<file path="src/source/pipePkg.sv">
// rvPipe shared definitions
// Sizes, opcode and ALU encodings, control bundle and stage payloads
package pipePkg;

    localparam int xlen      = 32;
    localparam int resetPc   = 0;
    localparam int dataWords = 256;
    localparam int dataIdxW  = $clog2(dataWords);  // Word index width

    // RV32I major opcodes used by the core
    typedef enum logic [6:0] {
        opReg    = 7'b0110011,
        opImm    = 7'b0010011,
        opLui    = 7'b0110111,
        opLoad   = 7'b0000011,
        opStore  = 7'b0100011,
        opBranch = 7'b1100011
    } opcodeE;

    typedef enum logic [3:0] {
        aluAdd,
        aluSub,
        aluAnd,
        aluOr,
        aluXor,
        aluSlt,
        aluPassB  // lui
    } aluOpE;

    typedef struct packed {
        logic  regWrite;
        logic  memRead;
        logic  memWrite;
        logic  memToReg;
        logic  aluSrcImm;  // Operand B from imm32
        logic  branch;
        aluOpE aluOp;
    } ctrlSigT;

    typedef struct packed {
        logic            valid;
        logic [xlen-1:0] pc;
        logic [xlen-1:0] inst;
    } ifIdT;

    typedef struct packed {
        ctrlSigT         ctrl;
        logic [xlen-1:0] pc;
        logic [4:0]      rs1;
        logic [4:0]      rs2;
        logic [4:0]      rd;
        logic [xlen-1:0] rData1;
        logic [xlen-1:0] rData2;
        logic [xlen-1:0] imm32;
    } idExT;

    typedef struct packed {
        ctrlSigT         ctrl;
        logic [4:0]      rd;
        logic [xlen-1:0] aluResult;  // Also the memory address
        logic [xlen-1:0] storeData;
    } exMemT;

    typedef struct packed {
        ctrlSigT         ctrl;
        logic [4:0]      rd;
        logic [xlen-1:0] aluResult;
        logic [xlen-1:0] loadData;
    } memWbT;

endpackage

</file>
<file path="src/source/executeStage.sv">
// rvPipe execute stage
// Operand forwarding, ALU and beq resolution
module executeStage import pipePkg::*; (
    input  idExT            idEx,
    input  exMemT           exMem,
    input  logic [xlen-1:0] wbData,
    input  memWbT           wb,
    output exMemT           exOut,
    output logic            branchTaken,
    output logic [xlen-1:0] branchTarget
);

    logic [xlen-1:0] fwdA;
    logic [xlen-1:0] fwdB;
    logic [xlen-1:0] opB;
    logic [xlen-1:0] aluResult;

    // EX/MEM first, then MEM/WB, then the value read in decode
    function automatic logic [xlen-1:0] fwdSel(input logic [4:0] rs,
                                               input logic [xlen-1:0] regData);
        logic [xlen-1:0] val;
        val = regData;
        if (exMem.ctrl.regWrite && !exMem.ctrl.memToReg &&
            exMem.rd != 5'd0 && exMem.rd == rs) begin
            val = exMem.aluResult;
        end else if (wb.ctrl.regWrite && wb.rd != 5'd0 && wb.rd == rs) begin
            val = wbData;
        end
        return val;
    endfunction

    always_comb begin
        fwdA = fwdSel(idEx.rs1, idEx.rData1);
        fwdB = fwdSel(idEx.rs2, idEx.rData2);
    end

    assign opB = idEx.ctrl.aluSrcImm ? idEx.imm32 : fwdB;

    always_comb begin
        case (idEx.ctrl.aluOp)
            aluAdd:   aluResult = fwdA + opB;
            aluSub:   aluResult = fwdA - opB;
            aluAnd:   aluResult = fwdA & opB;
            aluOr:    aluResult = fwdA | opB;
            aluXor:   aluResult = fwdA ^ opB;
            aluSlt:   aluResult = {{(xlen-1){1'b0}}, $signed(fwdA) < $signed(opB)};
            aluPassB: aluResult = opB;
            default:  aluResult = fwdA + opB;
        endcase
    end

    always_comb begin
        exOut.ctrl      = idEx.ctrl;
        exOut.rd        = idEx.rd;
        exOut.aluResult = aluResult;
        exOut.storeData = fwdB;  // sw source, never the immediate
    end

    assign branchTaken  = idEx.ctrl.branch && (fwdA == fwdB);
    assign branchTarget = idEx.pc + idEx.imm32;

endmodule

</file>
<file path="config.mk">
export PLATFORM = sky130hd
export DESIGN_NAME = executeStage
export DESIGN_NICKNAME = d
export VERILOG_FILES = /design/src/source/pipePkg.sv /design/src/source/executeStage.sv
export SDC_FILE = /design/constraint.sdc
export NUM_CORES = 1
export LEC_CHECK = 0
export BUFFER_PORTS_ARGS = -buffer_cell sky130_fd_sc_hd__buf_2
export CAP_MARGIN = 5
export CORE_AREA = 2 2 175 177
export DETAILED_ROUTE_END_ITERATION = 12
export DIE_AREA = 0 0 177 179
export PLACE_DENSITY = 0.57
export SYNTH_ARGS = -nofsm -noshare
export SYNTH_HDL_FRONTEND = slang
export SYNTH_SLANG_ARGS = --single-unit
</file>
<file path="constraint.sdc">
create_clock -name vclk -period 10.35
set_input_delay 2.5875 -clock vclk [all_inputs]
set_output_delay 2.5875 -clock vclk [all_outputs]
set_load 0.05 [all_outputs]
</file>
==> implementation parameters <==
Parameter                              Value

Setup path
  Required time of the critical path ... 7760 ps
  Kind of start point of the critical path ... input pin
  Worst endpoint data arrival time ... 7620 ps
  Most frequent cell on the critical path ... buf_4
  Capturing element type of the critical path ... primary output
  CP max stage cell ... or4_4
  Crit path largest cell delay ... 530 ps
  Startpoint-to-endpoint class of the critical path ... in -> out
  Crit Path Max Fanout ... 5

Floorplan
  Placeable core area ... 30000 µm²
  Chip Width ... 177 µm
  Die height ... 179 µm
  Total Die Area ... 31700 µm²
  Floorplan row count ... 64
  Initial core utilization ... 29.0%
  Top-level port count ... 455

Place
  Number of placed instances, taps included ... 2103
  Placement Setup Slack ... -123 ps
  Number of port buffers ... 324
  Post-detail-place hpwl ... 36400 µm
  Final weighted congestion in routability-driven placement ... 0.960

Cells and area
  Filler cell count ... 3194
  Net count of the finished layout ... 2200
  Post-route insts no fill ... 2121
  Growth of design area from synthesis to finish ... 41.1%
  Layout sequential cell count ... 0
  Footprint of the flip-flops and latches ... 0 µm²
  Inserted Diodes ... 0
  Fraction of final layout cells sized beyond drive strength 1 ... 34.0%
  Clock buf count ... 0

STA
  Relative max-transition margin ... 18.8%
  Transition time of the tightest slew-check pin ... 1210 ps
  Achievable clock frequency ... 98.0 MHz
  PnR worst setup slack ... 147 ps
  Finish-stage setup viols ... 0
  Ratio of final minimum period to clock period ... 98.6%
  Final critical delay including setup and external delays ... 10200 ps
  Count of final hold-check violations ... 0
  Pins over their slew limit ... 0

Synthesis
  Post-synthesis sequential area ratio ... 0%
  Synthesized net count ... 1777
  Synth warn ... 0
  Most used standard cells in the synthesized netlist ... o21ai_0 (130), ha_1 (127), nand2_1 (127), a21oi_1 (119), inv_1 (107)
  Fraction of synthesized cell area taken by the top area cell type ... 18.3%
  Cell count after synthesis ... 1304
  Syn_area_per_cell ... 6.68 µm²
  Most area-hungry cell type in the Yosys netlist ... ha_1
  Mapped cell area ... 8700 µm²
  Number of different library cells in the post-synthesis netlist ... 71
  Ranking of synthesized cells by area ... ha_1 (18%), mux2i_1 (9.3%), o21ai_0 (7.5%), a21oi_1 (6.8%), nand2_1 (5.5%)
  Leading cell type by number of instances after synthesis ... o21ai_0

GRT
  First-pass GRT wire length ... 62400 µm
  Total overflow reported by the global router ... 0
  Maximum number of pins on one net before global-route repair ... 36
  Antenna violations before repair ... 0
  Number of global-route vias before repair ... 11.0k
  Overall routing resource usage ... 25.3%

Power
  Power share of the sequential group ... 0%
  Switch Pwr ... 0.000711 W
  Switch share ... 64.4%
  Max rail drop VDD ... 70.1 µV
  Combinational cell fraction of total power ... 100.0%
  Total leakage power ... 5.81 nW
  Clock group share of total power ... 0%
  Power per cell area ... 90.0 nW/µm²
  Internal cell power ... 0.000394 W

Drt
  DR DRC count ... 0
  Count of vias placed by the detailed router ... 11.6k
  Ratio of routed vias to standard cells ... 5.49
  Number of iterations in the first detailed-routing pass ... 6
  Total routed wirelength ... 43300 µm
  Wire per inst ... 20.4 µm
  Initial DRC Count ... 979
  Antenna-violating nets left ... 0

Run status
  Status ... finished, final reports clean

Clock tree
  Hold Buf Count CTS ... 0

Hold path
  HP Class ... in -> out

Job
  Max-cap violation count ... 0
[what timing repair did]
item	4_1_cts	5_1_grt
buffers inserted	1	17
pin swaps	5	20
resized for setup	5	44
setup endpoints to repair	6	15
[final cells by class]
type / count / area [µm²] / share of cell area (%)
timing repair buffer: 504 / 3150 / 25.7
inverter: 107 / 402 / 3.27
multi-input combinational: 1114 / 8230 / 67.0
tap: 396 / 495 / 4.03
[worst max-delay path, delay by kind of cell]
| family | cells | cell delay, ps |
|---|---|---|
| AOI/OAI and AO/OA | 9 | 1980 |
| adders and majority gates | 2 | 570 |
| buffers and inverters | 8 | 1130 |
| and+or+nand+nor | 4 | 830 |
| muxes | 3 | 510 |
[cell usage in the layout, fill, tap and decap left out, drive strengths merged, types with 5 or more instances in the layout]
cell / Yosys / routed
o211ai: 18 / 18
o22ai: 9 / 9
o31ai: 11 / 11
xor2: 44 / 44
nor4: 16 / 16
nor2b: 13 / 13
a211oi: 11 / 11
a22oi: 10 / 10
o21a: 8 / 8
a21o: 16 / 16
a221o: 5 / 5
o21ai: 134 / 134
o21bai: 16 / 16
a21oi: 119 / 119
mux2i: 81 / 81
o221ai: 15 / 15
nand4: 7 / 7
nor3: 22 / 22
inv: 107 / 107
nand3: 23 / 23
buf: 32 / 504
nand2b: 12 / 12
ha: 127 / 127
a211o: 6 / 6
a31oi: 9 / 9
mux2: 19 / 19
o211a: 5 / 5
nand2: 127 / 127
and3: 5 / 5
nor2: 95 / 95
a221oi: 22 / 22
xnor2: 47 / 47
[logic make-up (layout without fill, tap and decap cells)]
group	Yosys count	count (layout)	synth area share (%)
mux	100	100	11.9
buf+inv	190	611	9.08
xor+xnor	91	91	9.16
fa+ha+maj	130	130	18.9
compound gates	451	451	33.0
simple gates	342	342	18.0
[power by group through the flow]
| stage | combinational (W) | clock [W] | sequential, W |
|---|---|---|---|
| 2_1_floorplan | 0.000690 | 0 | 0 |
| 3_3_place_gp | 0.00106 | 0 | 0 |
| 3_5_place_dp | 0.00107 | 0 | 0 |
| 4_1_cts | 0.00108 | 0 | 0 |
| 5_1_grt | 0.00118 | 0 | 0 |
| 6_report | 0.00111 | 0 | 0 |
[metrics by stage]
stage	util [%]	cell area, µm²	TNS, ps	power (W)	hold WS, ps
3_5_place_dp	39.8	11900	-356	0.00107	5180
6_report	40.9	12300	0	0.00111	5180
4_1_cts	39.9	12000	0	0.00108	5180
5_1_grt	40.9	12300	-95.0	0.00118	5180
2_1_floorplan	-	8780	-40.9	0.000690	5340
3_3_place_gp	39.8	11900	-197	0.00106	5180
[final timing paths]
kind / startpoint / end / slack [ps] / cells past startpoint
max: wb[65] / exOut[62] / 150 / 26
min: idEx[99] / exOut[67] / 5180 / 0
[layer usage]
layer / vias to the layer above / global-route usage [%] / part of all wire, %
met2: 511 / 43.7 / 48
li1: 5558 / - / -
met4: 0 / 9.16 / 4.3
met5: - / 0 / 0
met1: 5461 / 32.6 / 42
met3: 104 / 2.46 / 6.5
Note: power is estimated with default switching activity, not from simulation.
