### config.mk
export PLATFORM = sky130hd
export DESIGN_NAME = exMemReg
export DESIGN_NICKNAME = d
export VERILOG_FILES = /design/src/source/pipePkg.sv /design/src/source/pipeRegs.sv
export SDC_FILE = /design/constraint.sdc
export NUM_CORES = 1
export LEC_CHECK = 0
export BUFFER_PORTS_ARGS = -buffer_cell sky130_fd_sc_hd__buf_2
export CAP_MARGIN = 40
export CORE_MARGIN = 1.5
export CORE_UTILIZATION = 36
export CTS_BUF_LIST = sky130_fd_sc_hd__clkbuf_8
export DETAILED_ROUTE_END_ITERATION = 8
export GPL_TIMING_DRIVEN = 0
export HOLD_SLACK_MARGIN = 0.08
export PLACE_DENSITY_LB_ADDON = 0.08
export SYNTH_ARGS = -nofsm -noshare
export SYNTH_HDL_FRONTEND = slang
export SYNTH_SLANG_ARGS = --single-unit
### constraint.sdc
create_clock -name clk -period 0.8 [get_ports clk]
set_input_delay 0.16 -clock clk [delete_from_list [all_inputs] [get_ports clk]]
set_output_delay 0.16 -clock clk [all_outputs]
set_load 0.005 [all_outputs]
### src/source/pipePkg.sv
// rvPipe shared definitions
// Sizes, opcode and ALU encodings, control bundle and stage payloads
package pipePkg;

    localparam int xlen      = 32;
    localparam int resetPc   = 0;
    localparam int dataWords = 256;
    localparam int dataIdxW  = $clog2(dataWords);  // Word index width

    // RV32I major opcodes used by the core
    typedef enum logic [6:0] {
        opReg    = 7'b0110011,
        opImm    = 7'b0010011,
        opLui    = 7'b0110111,
        opLoad   = 7'b0000011,
        opStore  = 7'b0100011,
        opBranch = 7'b1100011
    } opcodeE;

    typedef enum logic [3:0] {
        aluAdd,
        aluSub,
        aluAnd,
        aluOr,
        aluXor,
        aluSlt,
        aluPassB  // lui
    } aluOpE;

    typedef struct packed {
        logic  regWrite;
        logic  memRead;
        logic  memWrite;
        logic  memToReg;
        logic  aluSrcImm;  // Operand B from imm32
        logic  branch;
        aluOpE aluOp;
    } ctrlSigT;

    typedef struct packed {
        logic            valid;
        logic [xlen-1:0] pc;
        logic [xlen-1:0] inst;
    } ifIdT;

    typedef struct packed {
        ctrlSigT         ctrl;
        logic [xlen-1:0] pc;
        logic [4:0]      rs1;
        logic [4:0]      rs2;
        logic [4:0]      rd;
        logic [xlen-1:0] rData1;
        logic [xlen-1:0] rData2;
        logic [xlen-1:0] imm32;
    } idExT;

    typedef struct packed {
        ctrlSigT         ctrl;
        logic [4:0]      rd;
        logic [xlen-1:0] aluResult;  // Also the memory address
        logic [xlen-1:0] storeData;
    } exMemT;

    typedef struct packed {
        ctrlSigT         ctrl;
        logic [4:0]      rd;
        logic [xlen-1:0] aluResult;
        logic [xlen-1:0] loadData;
    } memWbT;

endpackage

### src/source/pipeRegs.sv



module exMemReg import pipePkg::*; (
    input  logic  clk,
    input  logic  rst,
    input  exMemT in,
    output exMemT out
);

    always_ff @(posedge clk) begin
        if (rst) begin
            out.ctrl <= '0;
        end else begin
            out.ctrl <= in.ctrl;
        end
    end

    always_ff @(posedge clk) begin
        out.rd        <= in.rd;
        out.aluResult <= in.aluResult;
        out.storeData <= in.storeData;
    end

endmodule


==> impl_results.md, run 1 <==
- Status: finished, violations left
- Failing checks: negative setup slack
- Mean post-synth cell area: 18.5 sq um
- Placed Area: 2500 sq um
- Largest net degree at the start of global routing: 14
- CP arrival: 0.79 ns
- Minimum clock period: 0.953 ns
- Ant. Diodes: 0
- Number of flops mapped to enable cells by yosys: 0
- Synth area leaders: dfxtp_1 (96%), nor2b_1 (3.8%)
- Placeable Area: 4380 sq um
- Post-synth ARST share: 0%
- Port-buffer cells: 159
- Fillers: 236
- Fin. Hold Viols: 0
- Yosys Warn Count: 0
- Root Buffer: clkbuf_8
- Setup crit end: out[34]
- Seq/Total Area, Yosys: 96.2%
- Die Span X: 70.6 um
- Longest Clk Path Bufs: 2
- Routed WL per cell: 15.0 um
- Largest regs: out x79
- Commonest cells post-synth: dfxtp_1 (79), nor2b_1 (10)
- P&R area growth vs syn: 126%
- Chip Height: 70.6 um
- Max stage delay on crit path: 0.36 ns
- Global-route wire length before repair: 7920 um
- Cell area after layout: 3720 sq um
- Final WS setup: -0.153 ns
- Gr usage total: 21.6%
- Pwr dens: 2360 nW/um^2
- PnR Total Power: 8.80 mW
- Crit end category: primary output
- DRC Markers: 0
- Vias in the first global route: 1708
- GPL Wtd Cong: 0.690
- Slew Limit Fails: 0
- Fin crit share: 119%
- Worst-case vdd ir drop: 1.64 mV
- Post-Synthesis Cells: 89
- Vias: 1617
- Delay-heaviest family, CP: flip-flops
- CTS tree: yes
- FP Rows: 24
- Post-CTS Setup Bufs: 0
- Crit start category: flop
- RSZ-0062 raised after global routing: yes
- Initial antenna violation count: 0
- HPWL after DPL: 2900 um
- Tightest Hold Check Type: input port to flop
- Detail-routed via count per cell: 4.09
- Synth area leader: dfxtp_1
- Total congestion overflow: 0
- Initial Util: 37.5%
- Critical-path cell list: buf_6
- Sum of negative setup slack: -8.82 ns
- Kind of critical path: flop to primary output
- Die area: 4980 sq um
- Max frequency: 1.05 GHz
- Mapped Area: 1640 sq um
- Top-count cell post-synth: dfxtp_1
- H-tree Lvls: 3
- Antenna Nets Post-Route: 0
- Worst hold slack: 0.110 ns
- Synth Flop Type: dfxtp_1
- Synth Net Count: 170
- Headroom to the max-slew limit: 89.8%
- Yosys reg bits: 79
- Layout Nets: 419
- DP Cell Count: 300
- Worst path buffer plus inverter count: 1
- Max_cap viols: 0
- LEAKAGE: 1.83 nW
- CP Depth: 1
- Synth cell types: 2
- Clock transition at path regs: 0.09 ns
- Dpl ws: 0.231 ns
- CTS buffer count: 9
- Yosys top cell area share: 96.2%
- Max FFs per register: 79
- Layout cells sized above 1: 58.9%
- Final Instance Count excl. Fillers: 395
- Critical path fanouts, max: 1
- Detailed Route Iter0 Violations: 36
- Worst setup path start: out[34]$_DFF_P_
- CP required: 0.64 ns
- Drt first pass iters: 4
- IO Pins: 160
- Routed Wire Length: 5920 um
- TritonCTS sink count: 79
- Worst path slowest cell: dfxtp_2
- # setup viols final: 79
- Biggest register: out
- Core Util, Final: 84.9%
- Actual slew at the worst max-slew pin: 0.152 ns
## worst min-delay path by stage
stage | slack, ns | from | end | cells past startpoint
6_report | 0.11 | rst | out[76]$_SDFF_PP0_ | 2
4_1_cts | 0.09 | rst | out[76]$_SDFF_PP0_ | 2
3_5_place_dp | 0.26 | in[26] | out[26]$_DFF_P_ | 1
3_3_place_gp | 0.26 | in[56] | out[56]$_DFF_P_ | 1
5_1_grt | 0.13 | rst | out[76]$_SDFF_PP0_ | 2
2_1_floorplan | 0.19 | in[0] | out[0]$_DFF_P_ | 0
## cell families after synthesis
family / Yosys count / synth area share, %
flip-flops: 79 / 96.2
AND/OR/NAND/NOR: 10 / 3.81
## layer usage
metal / global-route usage (%) / share of wire (%) / up-vias / wire length [um]
met5: 0 / 0 / - / 0
met4: 12.8 / 2.7 / 0 / 159
met3: 7.98 / 8.5 / 14 / 505
met2: 41.9 / 58 / 96 / 3450
met1: 18.5 / 30 / 738 / 1810
li1: - / - / 769 / -
## layout by cell type (no fill, tap or decap)
cell             n
dfxtp_2         28
buf_6           21
dfxtp_1         51
clkbuf_8         9
clkinvlp_4       1
bufinv_16        4
inv_1            1
buf_2          138
dlygate4sd3_1   79
clkinv_2         1
nor2b_1         10
## power by group
| group | switching, mW | internal (mW) |
|---|---|---|
| Sequential | 0.0681 | 4.16 |
| Combinational | 0.250 | 0.594 |
| Clock | 1.36 | 2.37 |
## cell type report
cell class	instances	area, sq um	share of cell area [%]
clock buffer	9	124	3.33
multi-input combinational	10	62.6	1.68
timing repair buffer	238	1720	46.2
sequential	79	1620	43.4
tap	52	65.1	1.75
clock inverter	7	136	3.66
## timing repair
| action | 4_1_cts | 5_1_grt |
|---|---|---|
| gates resized for setup | 1 | 48 |
| hold buffers | 79 | 0 |
| endpoints found under the hold margin | 79 | 0 |
| endpoints found under the setup margin | 79 | 79 |
Power figures use the tool's default switching activity.
==> inputs of run 2 (changes only) <==
CORE_UTILIZATION = 39   (was 36)
clock period = 1.2 ns   (was 0.8 ns; I/O delays follow)
==> run 2 against run 1 <==
Compared with the run above:
- the flow now finishes without violations
- sequential share of layout area rose by 3.3 points
- count of clock-buffer cells in the layout rose by 4
- largest cell class is now registers
- sequential power fell by 34%
==> impl_results.md, run 2 (same netlist as run 1, synthesis figures left out) <==
- CP arrival: 0.79 ns
- Largest net degree at the start of global routing: 13
- Post-CTS Setup Bufs: 0
- Delay-heaviest family, CP: flip-flops
- Fin crit share: 85.6%
- Die area: 4610 sq um
- PnR Total Power: 5.12 mW
- # setup viols final: 0
- HPWL after DPL: 2640 um
- Crit end category: primary output
- CTS tree: yes
- Core Util, Final: 84.1%
- Pwr dens: 1510 nW/um^2
- Largest regs: out x79
- Tightest Hold Check Type: input port to flop
- FP Rows: 23
- Layout cells sized above 1: 52.6%
- Fin. Hold Viols: 0
- Status: complete, no violations
- Sum of negative setup slack: 0 ns
- Cell area after layout: 3390 sq um
- DP Cell Count: 298
- Worst path buffer plus inverter count: 1
- Detail-routed via count per cell: 3.99
- Placed Area: 2500 sq um
- Antenna Nets Post-Route: 0
- CTS buffer count: 9
- GPL Wtd Cong: 0.649
- Placeable Area: 4030 sq um
- LEAKAGE: 1.71 nW
- Vias in the first global route: 1636
- Total congestion overflow: 0
- Worst path slowest cell: dfxtp_1
- Port-buffer cells: 159
- Clock transition at path regs: 0.07 ns
- Vias: 1529
- Longest Clk Path Bufs: 2
- Routed WL per cell: 14.2 um
- Initial Util: 40.8%
- Critical-path cell list: buf_2
- IO Pins: 160
- H-tree Lvls: 3
- Max stage delay on crit path: 0.33 ns
- Chip Height: 67.9 um
- P&R area growth vs syn: 106%
- TritonCTS sink count: 79
- Dpl ws: 0.544 ns
- Worst hold slack: 0.121 ns
- Drt first pass iters: 4
- Global-route wire length before repair: 7420 um
- Crit start category: flop
- Initial antenna violation count: 0
- Minimum clock period: 1.03 ns
- Ant. Diodes: 0
- Actual slew at the worst max-slew pin: 0.174 ns
- Max frequency: 0.973 GHz
- Post-CTS Hold Fix Bufs: 69
- Detailed Route Iter0 Violations: 58
- Slew Limit Fails: 0
- Gr usage total: 23.2%
- Commonest non-fill, non-tap cells in the layout: buf_2 (159), dfxtp_1 (79), dlygate4sd3_1 (69)
- Commonest non-fill, non-tap cell in the layout: buf_2
- Routed Wire Length: 5460 um
- Headroom to the max-slew limit: 88.4%
- Critical path fanouts, max: 1
- RSZ-0062 raised after global routing: no
- Worst-case vdd ir drop: 1.41 mV
- Root Buffer: clkbuf_8
- DRC Markers: 0
- Die Span X: 67.9 um
- CP required: 0.96 ns
- Kind of critical path: flop to primary output
- Final WS setup: 0.172 ns
- Final Instance Count excl. Fillers: 383
- Biggest register: out
- Max FFs per register: 79
- Fillers: 235
- Max_cap viols: 0
- Layout Nets: 409
- Cts repair resizes: 0
==> run 2: cell count changes in the layout (fill, tap and decap cells not counted), sizes merged <==
cell / delta
bufinv: -4
clkinv: +2
inv: -1
clkinvlp: -1
clkbuf: +4
dlygate4sd3: -10
==> run 2: power breakdown <==
group | leakage, nW | total [mW] | switching (mW) | internal, mW
logic | 0.944 | 0.488 | 0.155 | 0.333
clock network | 0.105 | 1.84 | 0.870 | 0.968
registers | 0.666 | 2.80 | 0.0346 | 2.76
==> run 2: routing by layer <==
| layer | up-vias | share of wire (%) | global-route usage (%) |
|---|---|---|---|
| met5 | - | 0 | 0 |
| li1 | 749 | - | - |
| met2 | 99 | 59 | 48.3 |
| met4 | 0 | 1.5 | 9.75 |
| met3 | 9 | 11 | 9.70 |
| met1 | 672 | 29 | 17.8 |
==> run 2: final timing paths <==
path                   startpoint                 end  slack [ns]  depth (start not counted)
setup / recovery  out[27]$_DFF_P_             out[27]        0.17                          1
hold / removal             in[74]  out[74]$_SDFF_PP0_        0.12                          2
==> run 2: layout make-up <==
cell class | instances | area (sq um) | area share, %
Timing Repair Buffer | 228 | 1490 | 43.9
Sequential cell | 79 | 1580 | 46.7
Clock buffer | 13 | 179 | 5.28
Clock inverter | 3 | 15.0 | 0.443
Tap cell | 50 | 62.6 | 1.85
Multi-Input combinational cell | 10 | 62.6 | 1.85
