<file path="src/source/pipePkg.sv">
// rvPipe shared definitions
// Sizes, opcode and ALU encodings, control bundle and stage payloads
package pipePkg;

    localparam int xlen      = 32;
    localparam int resetPc   = 0;
    localparam int dataWords = 256;
    localparam int dataIdxW  = $clog2(dataWords);  // Word index width

    // RV32I major opcodes used by the core
    typedef enum logic [6:0] {
        opReg    = 7'b0110011,
        opImm    = 7'b0010011,
        opLui    = 7'b0110111,
        opLoad   = 7'b0000011,
        opStore  = 7'b0100011,
        opBranch = 7'b1100011
    } opcodeE;

    typedef enum logic [3:0] {
        aluAdd,
        aluSub,
        aluAnd,
        aluOr,
        aluXor,
        aluSlt,
        aluPassB  // lui
    } aluOpE;

    typedef struct packed {
        logic  regWrite;
        logic  memRead;
        logic  memWrite;
        logic  memToReg;
        logic  aluSrcImm;  // Operand B from imm32
        logic  branch;
        aluOpE aluOp;
    } ctrlSigT;

    typedef struct packed {
        logic            valid;
        logic [xlen-1:0] pc;
        logic [xlen-1:0] inst;
    } ifIdT;

    typedef struct packed {
        ctrlSigT         ctrl;
        logic [xlen-1:0] pc;
        logic [4:0]      rs1;
        logic [4:0]      rs2;
        logic [4:0]      rd;
        logic [xlen-1:0] rData1;
        logic [xlen-1:0] rData2;
        logic [xlen-1:0] imm32;
    } idExT;

    typedef struct packed {
        ctrlSigT         ctrl;
        logic [4:0]      rd;
        logic [xlen-1:0] aluResult;  // Also the memory address
        logic [xlen-1:0] storeData;
    } exMemT;

    typedef struct packed {
        ctrlSigT         ctrl;
        logic [4:0]      rd;
        logic [xlen-1:0] aluResult;
        logic [xlen-1:0] loadData;
    } memWbT;

endpackage

</file>
<file path="src/source/pipeRegs.sv">
// rvPipe pipeline registers
// IF/ID with stall hold and flush, ID/EX with bubble insert,
// EX/MEM and MEM/WB as plain stage registers

module ifIdReg import pipePkg::*; (
    input  logic            clk,
    input  logic            rst,
    input  logic            stall,
    input  logic            flush,
    input  logic [xlen-1:0] inPc,
    input  logic [xlen-1:0] inInst,
    output ifIdT            out
);

    // Flush wins over stall, a taken branch must drop the held slot
    always_ff @(posedge clk) begin
        if (rst || flush) begin
            out.valid <= 1'b0;
        end else if (!stall) begin
            out.valid <= 1'b1;
        end
    end

    always_ff @(posedge clk) begin
        if (!stall) begin
            out.pc   <= inPc;
            out.inst <= inInst;
        end
    end

endmodule




</file>
<file path="config.mk">
export PLATFORM = sky130hd
export DESIGN_NAME = ifIdReg
export DESIGN_NICKNAME = d
export VERILOG_FILES = /design/src/source/pipePkg.sv /design/src/source/pipeRegs.sv
export SDC_FILE = /design/constraint.sdc
export NUM_CORES = 1
export LEC_CHECK = 0
export BUFFER_PORTS_ARGS = -buffer_cell sky130_fd_sc_hd__buf_2
export CAP_MARGIN = 20
export CORE_ASPECT_RATIO = 0.5
export CORE_MARGIN = 2
export CORE_UTILIZATION = 40
export CTS_CLUSTER_SIZE = 25
export DETAILED_ROUTE_END_ITERATION = 7
export PLACE_DENSITY = 0.78
export SYNTH_ARGS = -nofsm -noshare
export SYNTH_HDL_FRONTEND = slang
export SYNTH_SLANG_ARGS = --single-unit
</file>
<file path="constraint.sdc">
create_clock -name clk -period 2.26 [get_ports clk]
set_input_delay 0.226 -clock clk [delete_from_list [all_inputs] [get_ports clk]]
set_output_delay 0.226 -clock clk [all_outputs]
set_load 0.02 [all_outputs]
</file>
==> results of run 1 <==
[cells by family after synthesis]
kind of cell,Yosys count,synth area share
flops,65,0.990
compound gates,1,0.00638
buf+inv,2,0.00383
[power by group through the flow]
stage	sequential, mW	combinational, mW	clock [mW]
5_1_grt	1.46	0.310	0.843
6_report	1.45	0.297	0.767
2_1_floorplan	1.61	0.0169	0
3_3_place_gp	1.47	0.294	0
3_5_place_dp	1.48	0.300	0
4_1_cts	1.45	0.300	0.783
[area by class of cell]
cell class / instances / area share
clock inverters: 5 / 0.00782
clock buffers: 11 / 0.0456
repair buffers: 133 / 0.236
inverters: 2 / 0.00261
flip-flops and latches: 65 / 0.674
multi-input cells: 1 / 0.00435
well taps: 66 / 0.0287
[cell usage in the layout (no fill, tap or decap), drive strengths merged]
cell type / synthesis / layout
a211oi: 1 / 1
buf: 0 / 133
dfxtp: 1 / 1
edfxtp: 64 / 64
inv: 2 / 2
clkbuf: 0 / 11
clkinv: 0 / 5
[Yosys cell counts (all sizes together)]
cell type	n	area (sq um)
dfxtp	1	20.0
a211oi	1	12.5
edfxtp	64	1920
inv	2	7.51
[per-layer routing]
metal,share of wire,GRT usage,vias to the layer above
met1,0.32,0.136,587
met5,0,0,-
met4,0.016,0.0877,0
met3,0.031,0.0528,8
met2,0.63,0.280,25
li1,-,-,559
[final timing paths]
path,end,slack (ns),cells past startpoint
max,out[10],1.17,1
min reg2reg,out[64],0.46,2
max reg2reg,out[64],1.62,2
min,out[64],0.07,2
==> results by group, run 1 <==
Floorplan
  – Die area: 0.00551 sq mm
  – Die height: 53.5 microns
  – IO Count: 133
  – Num rows: 17
  – Core area: 0.00455 sq mm
  – Starting Density: 0.431
  – Die Wd: 103 microns

Clock tree
  – Post-CTS Resized: 0
  – Clk slew on worst S/H paths: 0.06 ns
  – H-tree depth: 3
  – Worst-Skew Late Latency: 0.32 ns
  – Hold-fix buffer count after cts: 0
  – Setup bufs post-CTS: 0
  – Clock sink total: 65
  – Root buf cell: clkbuf_8
  – CTS buffer count: 9
  – CTS tree: done
  – Clk buf depth: 2

Pwr
  – Switching share of power: 0.237
  – Pleak: 1.25 nW
  – Combinational Power Share: 0.118
  – Flop pwr share: 0.577
  – Sw Pwr: 0.597 mW
  – Internal power: 1.92 mW
  – Pwr Density: 874 mW/mm^2
  – Clock share of power: 0.305
  – Total Power: 2.52 mW
  – Peak VDD IR: 382 uV

Drt
  – Final ANT Viol Nets: 0
  – Starting DRT DRC Count: 56
  – Final WL: 4230 microns
  – DRC: 0
  – DR vias: 1179
  – 1st-pass router iterations: 4
  – Via/cell ratio: 4.17
  – Routed WL per cell: 14.9 microns

Timing
  – Unrepaired setup endpoints after global routing: no
  – Hold Vio Cnt, Final: 0
  – WHS: 0.0652 ns
  – Clock Skews: 0 ns
  – Setup ws final: 1.17 ns
  – FMAX: 916 MHz
  – Clock period minus worst slack: 1.09 ns
  – Slew Viols, Final: 0
  – Post-route clock period utilization: 0.483
  – Slew margin rel.: 0.785
  – Final setup viols: 0
  – Worst-Margin Slew: 0.323 ns
  – Fin Setup TNS: 0 ns

Finish
  – FF/Latch Area: 0.00194 sq mm
  – Fin cells: 283
  – Area Overhead vs Synth: 46.7%
  – Fin nets: 280
  – Area of the multi-input gates: 12.5 sq um
  – Post-route cell area: 0.00288 sq mm
  – Largest regs: out: 65 flops
  – Number of flip-flops in the largest register: 65
  – Ant. Diodes: 0
  – Biggest register: out
  – Final core utilization: 0.632
  – Filler cells: 347
  – Layout cells sized above 1: 0.677

Place
  – Post-Place Cells: 267
  – PortBufs: 132
  – Final Wtd Congestion: 0.728
  – Pre-CTS setup slack: 1.20 ns
  – Area post-placement: 0.00273 sq mm
  – Dpl hpwl: 3240 microns

Global routing
  – Total gr overflow: 0
  – Vias in the first global route: 1190
  – Largest net degree at the start of global routing: 65
  – Total GRT Usage: 0.146
  – Initial antenna violation count: 0
  – Global-route wire length before repair: 5530 microns

Worst setup path
  – Max incr delay on CP: 0.38 ns
  – Crit path from: out[10]
  – Slowest cell on the critical path: edfxtp_1
  – Critical path launch point type: flop
  – Crit end category: primary output
  – Crit path required time: 2.03 ns
  – Number of buffers and inverters on the critical path: 1
  – Top cell family by delay on the critical path: flip-flops
  – R2R Path Start: out[64]
  – CP Class: flop to primary output
  – Arr. time, crit path: 0.87 ns
  – Crit-path max FO: 1
  – Critical Path, Cell by Cell: buf_2

Logic synthesis
  – Synthesized cell area: 0.00196 sq mm
  – Unique masters post-synth: 4
  – Yosys warns: 0
  – Synth Net Count: 136
  – Post-synthesis cell count: 68
  – Register area share after synthesis: 0.990
  – Avg Inst Size Synth: 28.9 sq um
  – Yosys reg bits: 65

Worst hold path
  – Hold Crit Class: primary input to flop
  – Hold Crit Start: rst

Job
  – Max-cap viol count: 0

Run status
  – Status: finished clean
(Power assumes the default switching activity.)
==> run 2, diff against run 1 <==
- clock period: 2.26 -> 1.1 ns (I/O delays scaled with it)
==> results by group, run 2 (same netlist as run 1, synthesis figures left out) <==
Timing
  – Clock period minus worst slack: 1.07 ns
  – Setup ws final: 0.0287 ns (-1.14 ns)
  – Slew margin rel.: 0.865 (+0.0807)
  – Worst-Margin Slew: 0.202 ns (-0.121 ns)
  – Unrepaired setup endpoints after global routing: no
  – FMAX: 933 MHz
  – Hold Vio Cnt, Final: 0 (unchanged)
  – Slew Viols, Final: 0 (unchanged)
  – Final setup viols: 0 (unchanged)
  – Clock Skews: 0 ns (unchanged)
  – Post-route clock period utilization: 0.974

Finish
  – Post-route cell area: 0.00356 sq mm (+24%)
  – Number of flip-flops in the largest register: 65 (unchanged)
  – Filler cells: 255 (-27%)
  – Area Overhead vs Synth: 81.6%
  – Biggest register: out
  – Ant. Diodes: 0 (unchanged)
  – Commonest non-fill, non-tap cell in the layout: buf_2
  – Fin nets: 347 (+24%)
  – Layout cells sized above 1: 0.521 (-0.156)
  – Largest regs: out: 65 flops
  – Most frequent cells in the layout: buf_2, dlygate4sd3_1, edfxtp_1

Clock tree
  – Clk buf depth: 2 (unchanged)
  – Root buf cell: clkbuf_8
  – Clk slew on worst S/H paths: 0.07 ns (about the same)
  – Worst-Skew Late Latency: 0.33 ns (about the same)
  – CTS tree: done
  – Post-CTS Resized: 0 (unchanged)
  – CTS buffer count: 9 (unchanged)
  – Clock sink total: 65 (unchanged)
  – H-tree depth: 3 (unchanged)

Worst setup path
  – Crit-path max FO: 1 (unchanged)
  – Critical Path, Cell by Cell: buf_2
  – Flop-to-flop setup slack: 0.46 ns (-1.16 ns)
  – R2r endpoint: out[64]
  – Slowest cell on the critical path: edfxtp_1
  – Critical path launch point type: flop
  – Crit path from: out[42]
  – R2R Path Start: out[64]
  – Arr. time, crit path: 0.96 ns (+0.09 ns)
  – CP Class: flop to primary output
  – Last element of the critical path: out[42]
  – Crit end category: primary output
  – Crit path required time: 0.99 ns (-1.04 ns)
  – Max incr delay on CP: 0.43 ns (+0.05 ns)
  – Top cell family by delay on the critical path: flip-flops
  – Reg2reg path depth: 2 (unchanged)
  – Number of buffers and inverters on the critical path: 1 (unchanged)
  – Cell count along the critical path: 1 (unchanged)

Floorplan
  – Num rows: 17 (unchanged)
  – Core area: 0.00455 sq mm (unchanged)
  – Starting Density: 0.431 (unchanged)
  – IO Count: 133 (unchanged)
  – Die area: 0.00551 sq mm (unchanged)
  – Die height: 53.5 microns (unchanged)
  – Die Wd: 103 microns (unchanged)

Drt
  – Starting DRT DRC Count: 72 (+29%)
  – DR vias: 1554 (+32%)
  – Via/cell ratio: 4.44 (+6.6%)
  – Routed WL per cell: 19.4 microns (+30%)
  – Final WL: 6800 microns (+61%)
  – DRC: 0 (unchanged)
  – 1st-pass router iterations: 4 (unchanged)
  – Final ANT Viol Nets: 0 (unchanged)

Global routing
  – Largest net degree at the start of global routing: 38 (-42%)
  – Vias in the first global route: 1681 (+41%)
  – Total gr overflow: 0 (unchanged)
  – Total GRT Usage: 0.253 (+0.107)
  – Initial antenna violation count: 0 (unchanged)
  – Global-route wire length before repair: 9380 microns (+70%)

Worst hold path
  – Hold Crit Class: primary input to flop

Place
  – Final Wtd Congestion: 0.728 (about the same)
  – Pre-CTS setup slack: 0.202 ns (-0.993 ns)
  – PortBufs: 132 (unchanged)
  – Area post-placement: 0.00275 sq mm (+0.87%)

Job
  – Max-cap viol count: 0 (unchanged)

Pwr
  – Pleak: 1.54 nW (+22%)
  – Peak VDD IR: 1100 uV (+190%)
  – Pwr Density: 1540 mW/mm^2 (+77%)

Run status
  – Status: finished clean
## run 2: cell types whose count changed in the layout (fill, tap and decap cells not counted)
cell	previous run	this run
dlygate4sd3_1	0	66
buf_12	1	2
clkinvlp_4	0	1
inv_2	1	0
## run 2: timing repair
action | CTS | global route
endpoints found under the hold margin | 65 | 0
hold buffers | 66 | 0
setup buffers | 0 | 0
## run 2: cell type report
cell class,count,area (sq um),share of cell area
inverters,2,11.3,0.00316
repair buffers,200,1360,0.382
multi-input cells,1,12.5,0.00351
clock inverters,5,22.5,0.00632
clock buffers,11,131,0.0369
flip-flops and latches,65,1940,0.545
well taps,66,82.6,0.0232
## run 2: metrics by stage
| stage | power (mW) | hold WS, ns | instances | TNS (ns) | util |
|---|---|---|---|---|---|
| 2_1_floorplan | 3.33 | 0.175 | 68 | -18.14 | - |
| 3_3_place_gp | 3.64 | 0.275 | 268 | 0 | 0.604 |
| 3_5_place_dp | 3.66 | 0.279 | 268 | 0 | 0.604 |
| 4_1_cts | 5.40 | 0.00274 | 350 | 0 | 0.783 |
| 5_1_grt | 5.68 | 0.00539 | 350 | 0 | 0.783 |
| 6_report | 5.50 | 0.00688 | 350 | 0 | 0.783 |
## run 2: power breakdown
group | switching, mW | total [mW] | leakage, nW | internal (mW)
Sequential | 0.0693 | 3.01 | 0.635 | 2.94
Clock | 0.859 | 1.65 | 0.0819 | 0.792
Combinational | 0.468 | 0.844 | 0.819 | 0.375
Total | 1.40 | 5.50 | 1.54 | 4.11
## run 2: worst min path at each step
stage          startpoint  slack (ns)  cells after the start  endpoint
2_1_floorplan         rst        0.17                      1   out[64]
3_3_place_gp          rst        0.27                      2   out[64]
3_5_place_dp          rst        0.28                      2   out[64]
4_1_cts             stall       0.003                      2   out[64]
5_1_grt             stall       0.005                      2   out[64]
6_report            stall       0.007                      2   out[64]
## run 2: layer usage
metal | wire (microns) | up-vias | track usage
met5 | 0 | - | 0
met4 | 180 | 0 | 0.116
met3 | 219 | 18 | 0.0634
met2 | 3770 | 48 | 0.458
met1 | 2630 | 792 | 0.292
li1 | - | 696 | -
