`config.mk`:
```
export PLATFORM = sky130hd
export DESIGN_NAME = memWbReg
export DESIGN_NICKNAME = d
export VERILOG_FILES = /design/src/source/pipePkg.sv /design/src/source/pipeRegs.sv
export SDC_FILE = /design/constraint.sdc
export NUM_CORES = 1
export LEC_CHECK = 0
export BUFFER_PORTS_ARGS = -buffer_cell sky130_fd_sc_hd__buf_2
export CAP_MARGIN = 20
export CELL_PAD_IN_SITES_DETAIL_PLACEMENT = 0
export CELL_PAD_IN_SITES_GLOBAL_PLACEMENT = 1
export CORE_ASPECT_RATIO = 0.75
export CORE_MARGIN = 10
export CORE_UTILIZATION = 25
export DETAILED_ROUTE_END_ITERATION = 16
export GPL_ROUTABILITY_DRIVEN = 1
export PLACE_DENSITY = 0.81
export SETUP_SLACK_MARGIN = 0.1
export SLEW_MARGIN = 0
export SYNTH_ARGS = -nofsm -noshare
export SYNTH_HDL_FRONTEND = slang
export SYNTH_SLANG_ARGS = --single-unit
```
`constraint.sdc`:
```
create_clock -name clk -period 0.8 [get_ports clk]
set_input_delay 0.04 -clock clk [delete_from_list [all_inputs] [get_ports clk]]
set_output_delay 0.04 -clock clk [all_outputs]
set_load 0.005 [all_outputs]
```
`src/source/pipePkg.sv`:
```
// rvPipe shared definitions
// Sizes, opcode and ALU encodings, control bundle and stage payloads
package pipePkg;

    localparam int xlen      = 32;
    localparam int resetPc   = 0;
    localparam int dataWords = 256;
    localparam int dataIdxW  = $clog2(dataWords);  // Word index width

    // RV32I major opcodes used by the core
    typedef enum logic [6:0] {
        opReg    = 7'b0110011,
        opImm    = 7'b0010011,
        opLui    = 7'b0110111,
        opLoad   = 7'b0000011,
        opStore  = 7'b0100011,
        opBranch = 7'b1100011
    } opcodeE;

    typedef enum logic [3:0] {
        aluAdd,
        aluSub,
        aluAnd,
        aluOr,
        aluXor,
        aluSlt,
        aluPassB  // lui
    } aluOpE;

    typedef struct packed {
        logic  regWrite;
        logic  memRead;
        logic  memWrite;
        logic  memToReg;
        logic  aluSrcImm;  // Operand B from imm32
        logic  branch;
        aluOpE aluOp;
    } ctrlSigT;

    typedef struct packed {
        logic            valid;
        logic [xlen-1:0] pc;
        logic [xlen-1:0] inst;
    } ifIdT;

    typedef struct packed {
        ctrlSigT         ctrl;
        logic [xlen-1:0] pc;
        logic [4:0]      rs1;
        logic [4:0]      rs2;
        logic [4:0]      rd;
        logic [xlen-1:0] rData1;
        logic [xlen-1:0] rData2;
        logic [xlen-1:0] imm32;
    } idExT;

    typedef struct packed {
        ctrlSigT         ctrl;
        logic [4:0]      rd;
        logic [xlen-1:0] aluResult;  // Also the memory address
        logic [xlen-1:0] storeData;
    } exMemT;

    typedef struct packed {
        ctrlSigT         ctrl;
        logic [4:0]      rd;
        logic [xlen-1:0] aluResult;
        logic [xlen-1:0] loadData;
    } memWbT;

endpackage

```
`src/source/pipeRegs.sv`:
```




module memWbReg import pipePkg::*; (
    input  logic  clk,
    input  logic  rst,
    input  memWbT in,
    output memWbT out
);

    always_ff @(posedge clk) begin
        if (rst) begin
            out.ctrl <= '0;
        end else begin
            out.ctrl <= in.ctrl;
        end
    end

    always_ff @(posedge clk) begin
        out.rd        <= in.rd;
        out.aluResult <= in.aluResult;
        out.loadData  <= in.loadData;
    end

endmodule

```
==> results of run 1 <==
==> layout by cell type, fill, tap and decap left out <==
cell	n
sky130_fd_sc_hd__buf_2	133
sky130_fd_sc_hd__clkinv_2	1
sky130_fd_sc_hd__dlygate4sd3_1	80
sky130_fd_sc_hd__buf_6	26
sky130_fd_sc_hd__clkbuf_8	10
sky130_fd_sc_hd__dfxtp_1	49
sky130_fd_sc_hd__dfxtp_2	30
sky130_fd_sc_hd__clkinvlp_4	1
sky130_fd_sc_hd__inv_6	1
sky130_fd_sc_hd__bufinv_16	2
sky130_fd_sc_hd__nor2b_1	10
==> final cells by class <==
cell class                      count  area, sq um
Clock buffer                       10          138
Clock inverter                      5         81.3
Fill cell                         500         2590
Multi-Input combinational cell     10         62.6
Sequential cell                    79         1620
Tap cell                           81          101
Timing Repair Buffer              239         1760
==> metal layers <==
layer / global-route usage, % / vias to the layer above
met3: 8.70 / 10
li1: - / 769
met5: 0 / -
met4: 4.22 / 0
met1: 11.1 / 713
met2: 22.0 / 103
==> logic make-up after synthesis <==
family	count (synthesis)
and+or+nand+nor	10
DFF	79
==> through the flow <==
step | TNS (ns) | total power [mW] | utilization, %
5_1_grt | -3.17 | 8.63 | 59.2
3_5_place_dp | 0 | 4.75 | 40.0
4_1_cts | -1.38 | 8.26 | 56.4
6_report | -0.124 | 8.24 | 59.2
2_1_floorplan | 0 | 4.33 | -
3_3_place_gp | 0 | 4.74 | 40.0
==> worst paths after layout <==
| path | end | cells after the start |
|---|---|---|
| worst max-delay path | out[20] | 1 |
| worst min-delay path | out[46]$_DFF_P_ | 2 |
==> where the power goes <==
group / internal [mW] / leakage [nW] / switching [mW]
Sequential: 4.16 / 0.667 / 0.0614
Combinational: 0.611 / 1.04 / 0.249
Clock: 1.83 / 0.109 / 1.33
==> what timing repair did <==
item,in CTS,in global routing
endpoints found under the hold margin,79,0
hold buffers,80,0
pin swaps,0,0
setup endpoints to repair,79,79
gates resized for setup,6,50
==> Implementation_results.wiki, run 1 <==
{| class="wikitable"
! Metric !! Value
|-
| Warnings, synthesis || 0
|-
| DIE WIDTH || 114 microns
|-
| Post-synthesis share of cell area spent on full adders, half adders and majority gates || 0%
|-
| Number of antenna violations at the first check in global routing || 0
|-
| Top post-synthesis cells by area || sky130_fd_sc_hd__dfxtp_1, sky130_fd_sc_hd__nor2b_1
|-
| Bufs on Longest Clock Path || 2
|-
| Max rail drop VDD || 1.39 mV
|-
| Number of nets in the synthesized netlist || 170
|-
| Main combinational cell family by area after synthesis || simple AND/OR/NAND/NOR gates
|-
| Share of the synthesized area in the top cell type || 96.2%
|-
| Top cell type by total area after synthesis || sky130_fd_sc_hd__dfxtp_1
|-
| Final critical path time including I/O delays and setup || 0.813 ns
|-
| Max_cap viols || 0
|-
| Fraction of the yosys area taken by sequential cells || 96.2%
|-
| Pwr Density || 2190 mW/mm^2
|-
| Bufs and invs on worst path || 1
|-
| Netlist area before placement || 0.00164 sq mm
|-
| Ys async rst share || 0%
|-
| Cell with the largest stage delay on the worst path || sky130_fd_sc_hd__dfxtp_2
|-
| Routability congestion estimate || 0.691
|-
| Fraction of final layout cells sized beyond drive strength 1 || 59.5%
|-
| Average cell area after synthesis || 18.5 sq um
|-
| Setup repair after global routing missed its margin || yes
|-
| Master cell of the clock root buffer || sky130_fd_sc_hd__clkbuf_8
|-
| Via total after detailed routing || 1,595
|-
| Setup crit end kind || output pin
|-
| Die area || 0.0103 sq mm
|-
| Final net count || 420
|-
| Post-detailed-route wirelength per cell || 15.5 microns
|-
| Maximum net fanout on the critical path || 1
|-
| Violated checks || negative setup slack
|-
| Number of standard cells after synthesis || 89
|-
| Final instance area || 0.00376 sq mm
|-
| Setup-violating endpoint count in the final report || 26
|-
| Worst min-delay path class || in2reg
|-
| Highest metal layer used by the detailed router || met4
|-
| Crit Path Class || reg2out
|-
| H-tree levels || 3
|-
| Initial core utilization || 25.9%
|-
| Most frequent cells after synthesis || sky130_fd_sc_hd__dfxtp_1, sky130_fd_sc_hd__nor2b_1
|-
| First-pass GRT wire length || 9890 microns
|-
| Top delay family on crit path || flip-flops
|-
| Global routing usage summed across all routing layers || 12.5%
|-
| Post-CTS Setup Inserts || 0
|-
| Total core area || 0.00635 sq mm
|-
| Post-DP Area || 0.00254 sq mm
|-
| DRC violations left || 0
|-
| Status || complete, but fails checks
|-
| Compound-cell area share of the yosys netlist || 0%
|-
| Leakage || 1.82 nW
|-
| Via-per-instance ratio || 3.76
|-
| WL met2 || 3270 microns
|-
| Number of global-route vias before repair || 1,815
|-
| Remaining antenna violation count || 0
|-
| Share of the clock period used by the worst path || 102%
|-
| Max-slew violations || 0
|-
| Number of failing hold endpoints at the final stage || 0
|-
| Crit path largest cell delay || 0.33 ns
|-
| Parity-gate share of the synthesized area counting xor and xnor cells || 0%
|-
| Area share of and/or/nand/nor cells after synthesis || 3.81%
|-
| Clock tree from TritonCTS || done
|-
| Post-synth cell types || 2
|-
| Sequence of cells on the critical path || buf_6
|-
| Hold_ws || 0.335 ns
|-
| Number of flops mapped to enable cells by yosys || 0
|-
| M1 WL || 2280 microns
|-
| Dominant cell by count in the synthesized netlist || sky130_fd_sc_hd__dfxtp_1
|-
| Detailed Routing Iterations Pass 1 || 4
|-
| I/O pin count || 160
|-
| Measured slew at the worst slew-check pin || 0.174 ns
|-
| Final Routed Wirelength || 6570 microns
|-
| Area delta synth->final || 129%
|-
| Post-Place Cells || 329
|-
| Clock sink total || 79
|-
| Diode count || 0
|-
| Sum of net half-perimeters after detailed placement || 4390 microns
|-
| Total of buffers placed on input and output ports || 159
|-
| Crit path launch || out[20]$_DFF_P_
|-
| DP Worst Slack || 0.337 ns
|-
| Multiplexer share of the synthesized area || 0%
|-
| Die height || 90.2 microns
|-
| Clock input transition at the sequential cells of the worst setup and hold paths || 0.08 ns
|-
| Total CTS buffers || 9
|-
| Data arrival time of the critical path || 0.77 ns
|-
| Total grt overflow || 0
|-
| Largest reg by FF count || out
|-
| Non-filler instance count after layout || 424
|-
| Largest registers ranked by flip-flop count || out: 79 flops
|-
| Startpoint of the most critical hold path || in[46]
|-
| Synth Flop Type || sky130_fd_sc_hd__dfxtp_1
|-
| Number of placement rows || 25
|-
| Highest clock frequency the design can meet || 1.23 GHz
|-
| Kind of launch point of the worst setup path || flop
|-
| Metal3 WL || 928 microns
|-
| Pin count of the biggest net entering global routing || 14
|-
| Flop and latch count out of synthesis || 79
|-
| Final worst-path setup slack || -0.0130 ns
|-
| Worst-case headroom to the max-slew limit || 88.4%
|-
| Iteration-0 DRC Markers || 20
|-
| Flip-flop count of the largest register after layout || 79
|-
| Required @ worst endpoint || 0.76 ns
|}
Power figures use the tool's default switching activity.
==> run 2, diff against run 1 <==
CORE_UTILIZATION = 27   (was 25)
GPL_TIMING_DRIVEN = 0   (was default)
PLACE_DENSITY = 0.86   (was 0.81)
SETUP_SLACK_MARGIN = default   (was 0.1)
clock period = 1 ns   (was 0.8 ns; I/O delays follow)
==> Implementation_results.wiki, run 2 (synthesis gave the netlist of run 1 again) <==
{| class="wikitable"
! Metric !! Value
|-
| Status || complete, no violations
|-
| Die height || 87.6 microns
|-
| DIE WIDTH || 110 microns
|-
| Number of placement rows || 24
|-
| Max rail drop VDD || 1.00 mV
|-
| Total of buffers placed on input and output ports || 159
|-
| Total grt overflow || 0
|-
| Pin count of the biggest net entering global routing || 14
|-
| Die area || 0.00964 sq mm
|-
| Area delta synth->final || 116%
|-
| Sum of net half-perimeters after detailed placement || 4410 microns
|-
| Clock tree from TritonCTS || done
|-
| Initial core utilization || 28.1%
|-
| Total core area || 0.00586 sq mm
|-
| Setup repair after global routing missed its margin || no
|-
| Commonest non-fill, non-tap cell in the layout || sky130_fd_sc_hd__buf_2
|-
| Measured slew at the worst slew-check pin || 0.157 ns
|-
| Bufs on Longest Clock Path || 2
|-
| Final net count || 420
|-
| Number of antenna violations at the first check in global routing || 1
|-
| Number of instances resized during post-cts repair || 0
|-
| Maximum net fanout on the critical path || 1
|-
| Remaining antenna violation count || 0
|-
| I/O pin count || 160
|-
| Sequence of cells on the critical path || buf_2
|-
| Crit Path Class || reg2out
|-
| H-tree levels || 3
|-
| Leakage || 1.76 nW
|-
| Required @ worst endpoint || 0.95 ns
|-
| Master cell of the clock root buffer || sky130_fd_sc_hd__clkbuf_8
|-
| Total power draw || 6.44 mW
|-
| Total CTS buffers || 9
|-
| Routability congestion estimate || 0.741
|-
| Cell with the largest stage delay on the worst path || sky130_fd_sc_hd__dfxtp_1
|-
| First-pass GRT wire length || 9970 microns
|-
| Largest registers ranked by flip-flop count || out: 79 flops
|-
| Setup crit end kind || output pin
|-
| Max_cap viols || 0
|-
| Hold_ws || 0.343 ns
|-
| Detailed Routing Iterations Pass 1 || 2
|-
| Via total after detailed routing || 1,576
|-
| Max-slew violations || 0
|-
| Number of fill cells in the layout || 456
|-
| Final total negative setup slack || 0 ns
|-
| Top delay family on crit path || flip-flops
|-
| Flip-flop count of the largest register after layout || 79
|-
| Clock sink total || 79
|-
| Final critical path time including I/O delays and setup || 0.859 ns
|-
| Global routing usage summed across all routing layers || 13.7%
|-
| Share of the clock period used by the worst path || 85.9%
|-
| Via-per-instance ratio || 3.73
|-
| Kind of launch point of the worst setup path || flop
|-
| Number of failing hold endpoints at the final stage || 0
|-
| Iteration-0 DRC Markers || 36
|-
| Clock input transition at the sequential cells of the worst setup and hold paths || 0.07 ns
|-
| Largest reg by FF count || out
|-
| Post-detailed-route wirelength per cell || 15.8 microns
|-
| Worst-case headroom to the max-slew limit || 89.6%
|-
| Highest clock frequency the design can meet || 1.16 GHz
|-
| Data arrival time of the critical path || 0.81 ns
|-
| Crit path largest cell delay || 0.34 ns
|-
| DRC violations left || 0
|-
| Number of global-route vias before repair || 1,871
|-
| Final Routed Wirelength || 6680 microns
|-
| Setup-violating endpoint count in the final report || 0
|-
| Bufs and invs on worst path || 1
|-
| Fraction of final layout cells sized beyond drive strength 1 || 50.6%
|-
| Worst min-delay path class || in2reg
|-
| Commonest cells after routing, fill and taps aside || sky130_fd_sc_hd__buf_2, sky130_fd_sc_hd__dlygate4sd3_1, sky130_fd_sc_hd__dfxtp_1
|-
| Pwr Density || 1810 mW/mm^2
|}
[run 2: where the power goes]
part | internal (mW) | switching (mW)
Clock | 1.40 | 1.06
Combinational | 0.429 | 0.201
Sequential | 3.31 | 0.0411
Total | 5.14 | 1.31
[run 2: what timing repair did]
item / 4_1_cts / 5_1_grt
endpoints found under the hold margin: 79 / 0
setup buffers: 0 / 0
hold buffers: 80 / 0
[run 2: path summary, 6_finish.rpt]
| path | start | to | slack (ns) | cells after the start |
|---|---|---|---|---|
| min | in[59] | out[59]$_DFF_P_ | 0.34 | 2 |
| max | out[6]$_DFF_P_ | out[6] | 0.14 | 1 |
[run 2: cell type report]
class	instances	area, sq um	area share (%)
diodes	1	2.50	0.0704
clock buffers	10	128	3.59
clock inverters	6	85.1	2.39
multi-input cells	10	62.6	1.76
flip-flops and latches	79	1580	44.5
well taps	78	97.6	2.75
repair buffers	239	1600	44.9
[run 2: through the flow]
| stage | std cells | setup WS [ns] | area (sq um) | utilization (%) |
|---|---|---|---|---|
| 2_1_floorplan | 89 | 0.652 | 1640 | - |
| 3_3_place_gp | 326 | 0.544 | 2540 | 43.3 |
| 3_5_place_dp | 326 | 0.526 | 2540 | 43.3 |
| 4_1_cts | 422 | 0.137 | 3550 | 60.6 |
| 5_1_grt | 423 | 0.0923 | 3550 | 60.7 |
| 6_report | 423 | 0.141 | 3550 | 60.7 |
[run 2: routing by layer]
metal  vias up  routed length [microns]  track usage (%)
met5         -                        0                0
met4         0                       32             3.38
met3         2                      974             9.68
met2       105                     3250             23.6
met1       698                     2420             13.1
li1        771                        -                -
==> run 3, diff against run 2 <==
CELL_PAD_IN_SITES_GLOBAL_PLACEMENT = 2   (was 1)
CORE_UTILIZATION = 21   (was 27)
PLACE_DENSITY = default   (was 0.86)
PLACE_DENSITY_LB_ADDON = 0.1   (was default)
==> Implementation_results.wiki, run 3 (synthesis gave the netlist of run 1 again) <==
{| class="wikitable"
! Metric !! Value
|-
| Status || complete, no violations
|-
| Area delta synth->final || 118%
|-
| Crit path largest cell delay || 0.34 ns
|-
| Total core area || 0.00747 sq mm
|-
| Sum of net half-perimeters after detailed placement || 4490 microns
|-
| Post-CTS Setup Inserts || 0
|-
| Clock input transition at the sequential cells of the worst setup and hold paths || 0.08 ns
|-
| Required @ worst endpoint || 0.95 ns
|-
| Pwr Density || 1860 mW/mm^2
|-
| Final instance area || 0.00358 sq mm
|-
| Number of instances resized during post-cts repair || 0
|-
| Number of fill cells in the layout || 693
|-
| Iteration-0 DRC Markers || 28
|-
| Master cell of the clock root buffer || sky130_fd_sc_hd__clkbuf_8
|-
| Setup repair after global routing missed its margin || no
|-
| Cell with the largest stage delay on the worst path || sky130_fd_sc_hd__dfxtp_1
|-
| Bufs and invs on worst path || 1
|-
| Crit Path Class || reg2out
|-
| Commonest non-fill, non-tap cell in the layout || sky130_fd_sc_hd__buf_2
|-
| Final critical path time including I/O delays and setup || 0.861 ns
|-
| Setup-violating endpoint count in the final report || 0
|-
| Number of antenna violations at the first check in global routing || 0
|-
| H-tree levels || 3
|-
| Diode count || 0
|-
| Maximum net fanout on the critical path || 1
|-
| DRC violations left || 0
|-
| Non-filler instance count after layout || 443
|-
| Hold_ws || 0.0211 ns
|-
| Fraction of final layout cells sized beyond drive strength 1 || 50.3%
|-
| First-pass GRT wire length || 9490 microns
|-
| Storage element area || 0.00158 sq mm
|-
| Initial core utilization || 22.0%
|-
| Kind of launch point of the worst setup path || flop
|-
| Setup crit end kind || output pin
|-
| Bufs on Longest Clock Path || 2
|-
| Die height || 96.6 microns
|-
| Die area || 0.0118 sq mm
|-
| Data arrival time of the critical path || 0.81 ns
|-
| DP Worst Slack || 0.538 ns
|-
| Largest registers ranked by flip-flop count || out: 79 flops
|-
| Flip-flop count of the largest register after layout || 79
|-
| Via-per-instance ratio || 3.48
|-
| Leakage || 1.76 nW
|-
| DIE WIDTH || 122 microns
|-
| Final core area utilization || 48.0%
|-
| Final Routed Wirelength || 6160 microns
|-
| Largest reg by FF count || out
|-
| Commonest cells after routing, fill and taps aside || sky130_fd_sc_hd__buf_2, sky130_fd_sc_hd__dlygate4sd3_1, sky130_fd_sc_hd__dfxtp_1
|-
| Max_cap viols || 0
|-
| Post-detailed-route wirelength per cell || 13.9 microns
|-
| Global routing usage summed across all routing layers || 10.5%
|-
| Final net count || 419
|-
| Clock tree from TritonCTS || done
|-
| Post-DP Area || 0.00257 sq mm
|-
| Via total after detailed routing || 1,542
|-
| Pin count of the biggest net entering global routing || 13
|-
| Number of failing hold endpoints at the final stage || 0
|-
| Detailed Routing Iterations Pass 1 || 2
|-
| Remaining antenna violation count || 0
|-
| Sequence of cells on the critical path || buf_2
|-
| Final worst-path setup slack || 0.139 ns
|-
| Highest clock frequency the design can meet || 1.16 GHz
|-
| Total grt overflow || 0
|-
| Max rail drop VDD || 0.795 mV
|-
| I/O pin count || 160
|-
| Total CTS buffers || 9
|-
| Final total negative setup slack || 0 ns
|-
| Max-slew violations || 0
|-
| Total of buffers placed on input and output ports || 159
|-
| Share of the clock period used by the worst path || 86.1%
|-
| Worst-case headroom to the max-slew limit || 87.2%
|-
| Worst min-delay path class || in2reg
|-
| Multi-input logic area || 62.6 sq um
|-
| Number of placement rows || 27
|-
| Total power draw || 6.66 mW
|-
| Post-Place Cells || 349
|-
| Routability congestion estimate || 0.703
|-
| Number of global-route vias before repair || 1,784
|-
| Top delay family on crit path || flip-flops
|-
| Clock sink total || 79
|-
| Measured slew at the worst slew-check pin || 0.193 ns
|}
-- run 3: path summary, 6_finish.rpt --
| kind | from | end | slack, ns | depth (start not counted) |
|---|---|---|---|---|
| hold / removal | rst | out[76]$_SDFF_PP0_ | 0.02 | 2 |
| setup / recovery | out[6]$_DFF_P_ | out[6] | 0.14 | 1 |
-- run 3: what timing repair did --
| action | CTS | global route |
|---|---|---|
| hold endpoints to repair | 79 | 0 |
| setup endpoints to repair | 0 | 0 |
| hold buffers | 79 | 0 |
-- run 3: cell type report --
cell class	instances	share of cell area (%)
clock inverter	4	2.65
timing repair buffer	238	44.3
clock buffer	11	3.67
multi-input combinational	10	1.75
sequential	79	44.1
tap	101	3.53
-- run 3: power by group --
part           internal, mW  switching (mW)
Sequential             3.31          0.0341
Combinational         0.425           0.194
Clock                  1.64            1.05
Total                  5.38            1.28
-- run 3: layer usage --
metal / up-vias / part of all wire, % / global-route usage, % / routed length [microns]
met5: - / 0 / 0 / 0
met4: 0 / 1.6 / 4.04 / 98
met3: 12 / 18 / 8.75 / 1130
met2: 109 / 43 / 15.3 / 2640
met1: 653 / 37 / 10.7 / 2290
li1: 768 / - / - / -
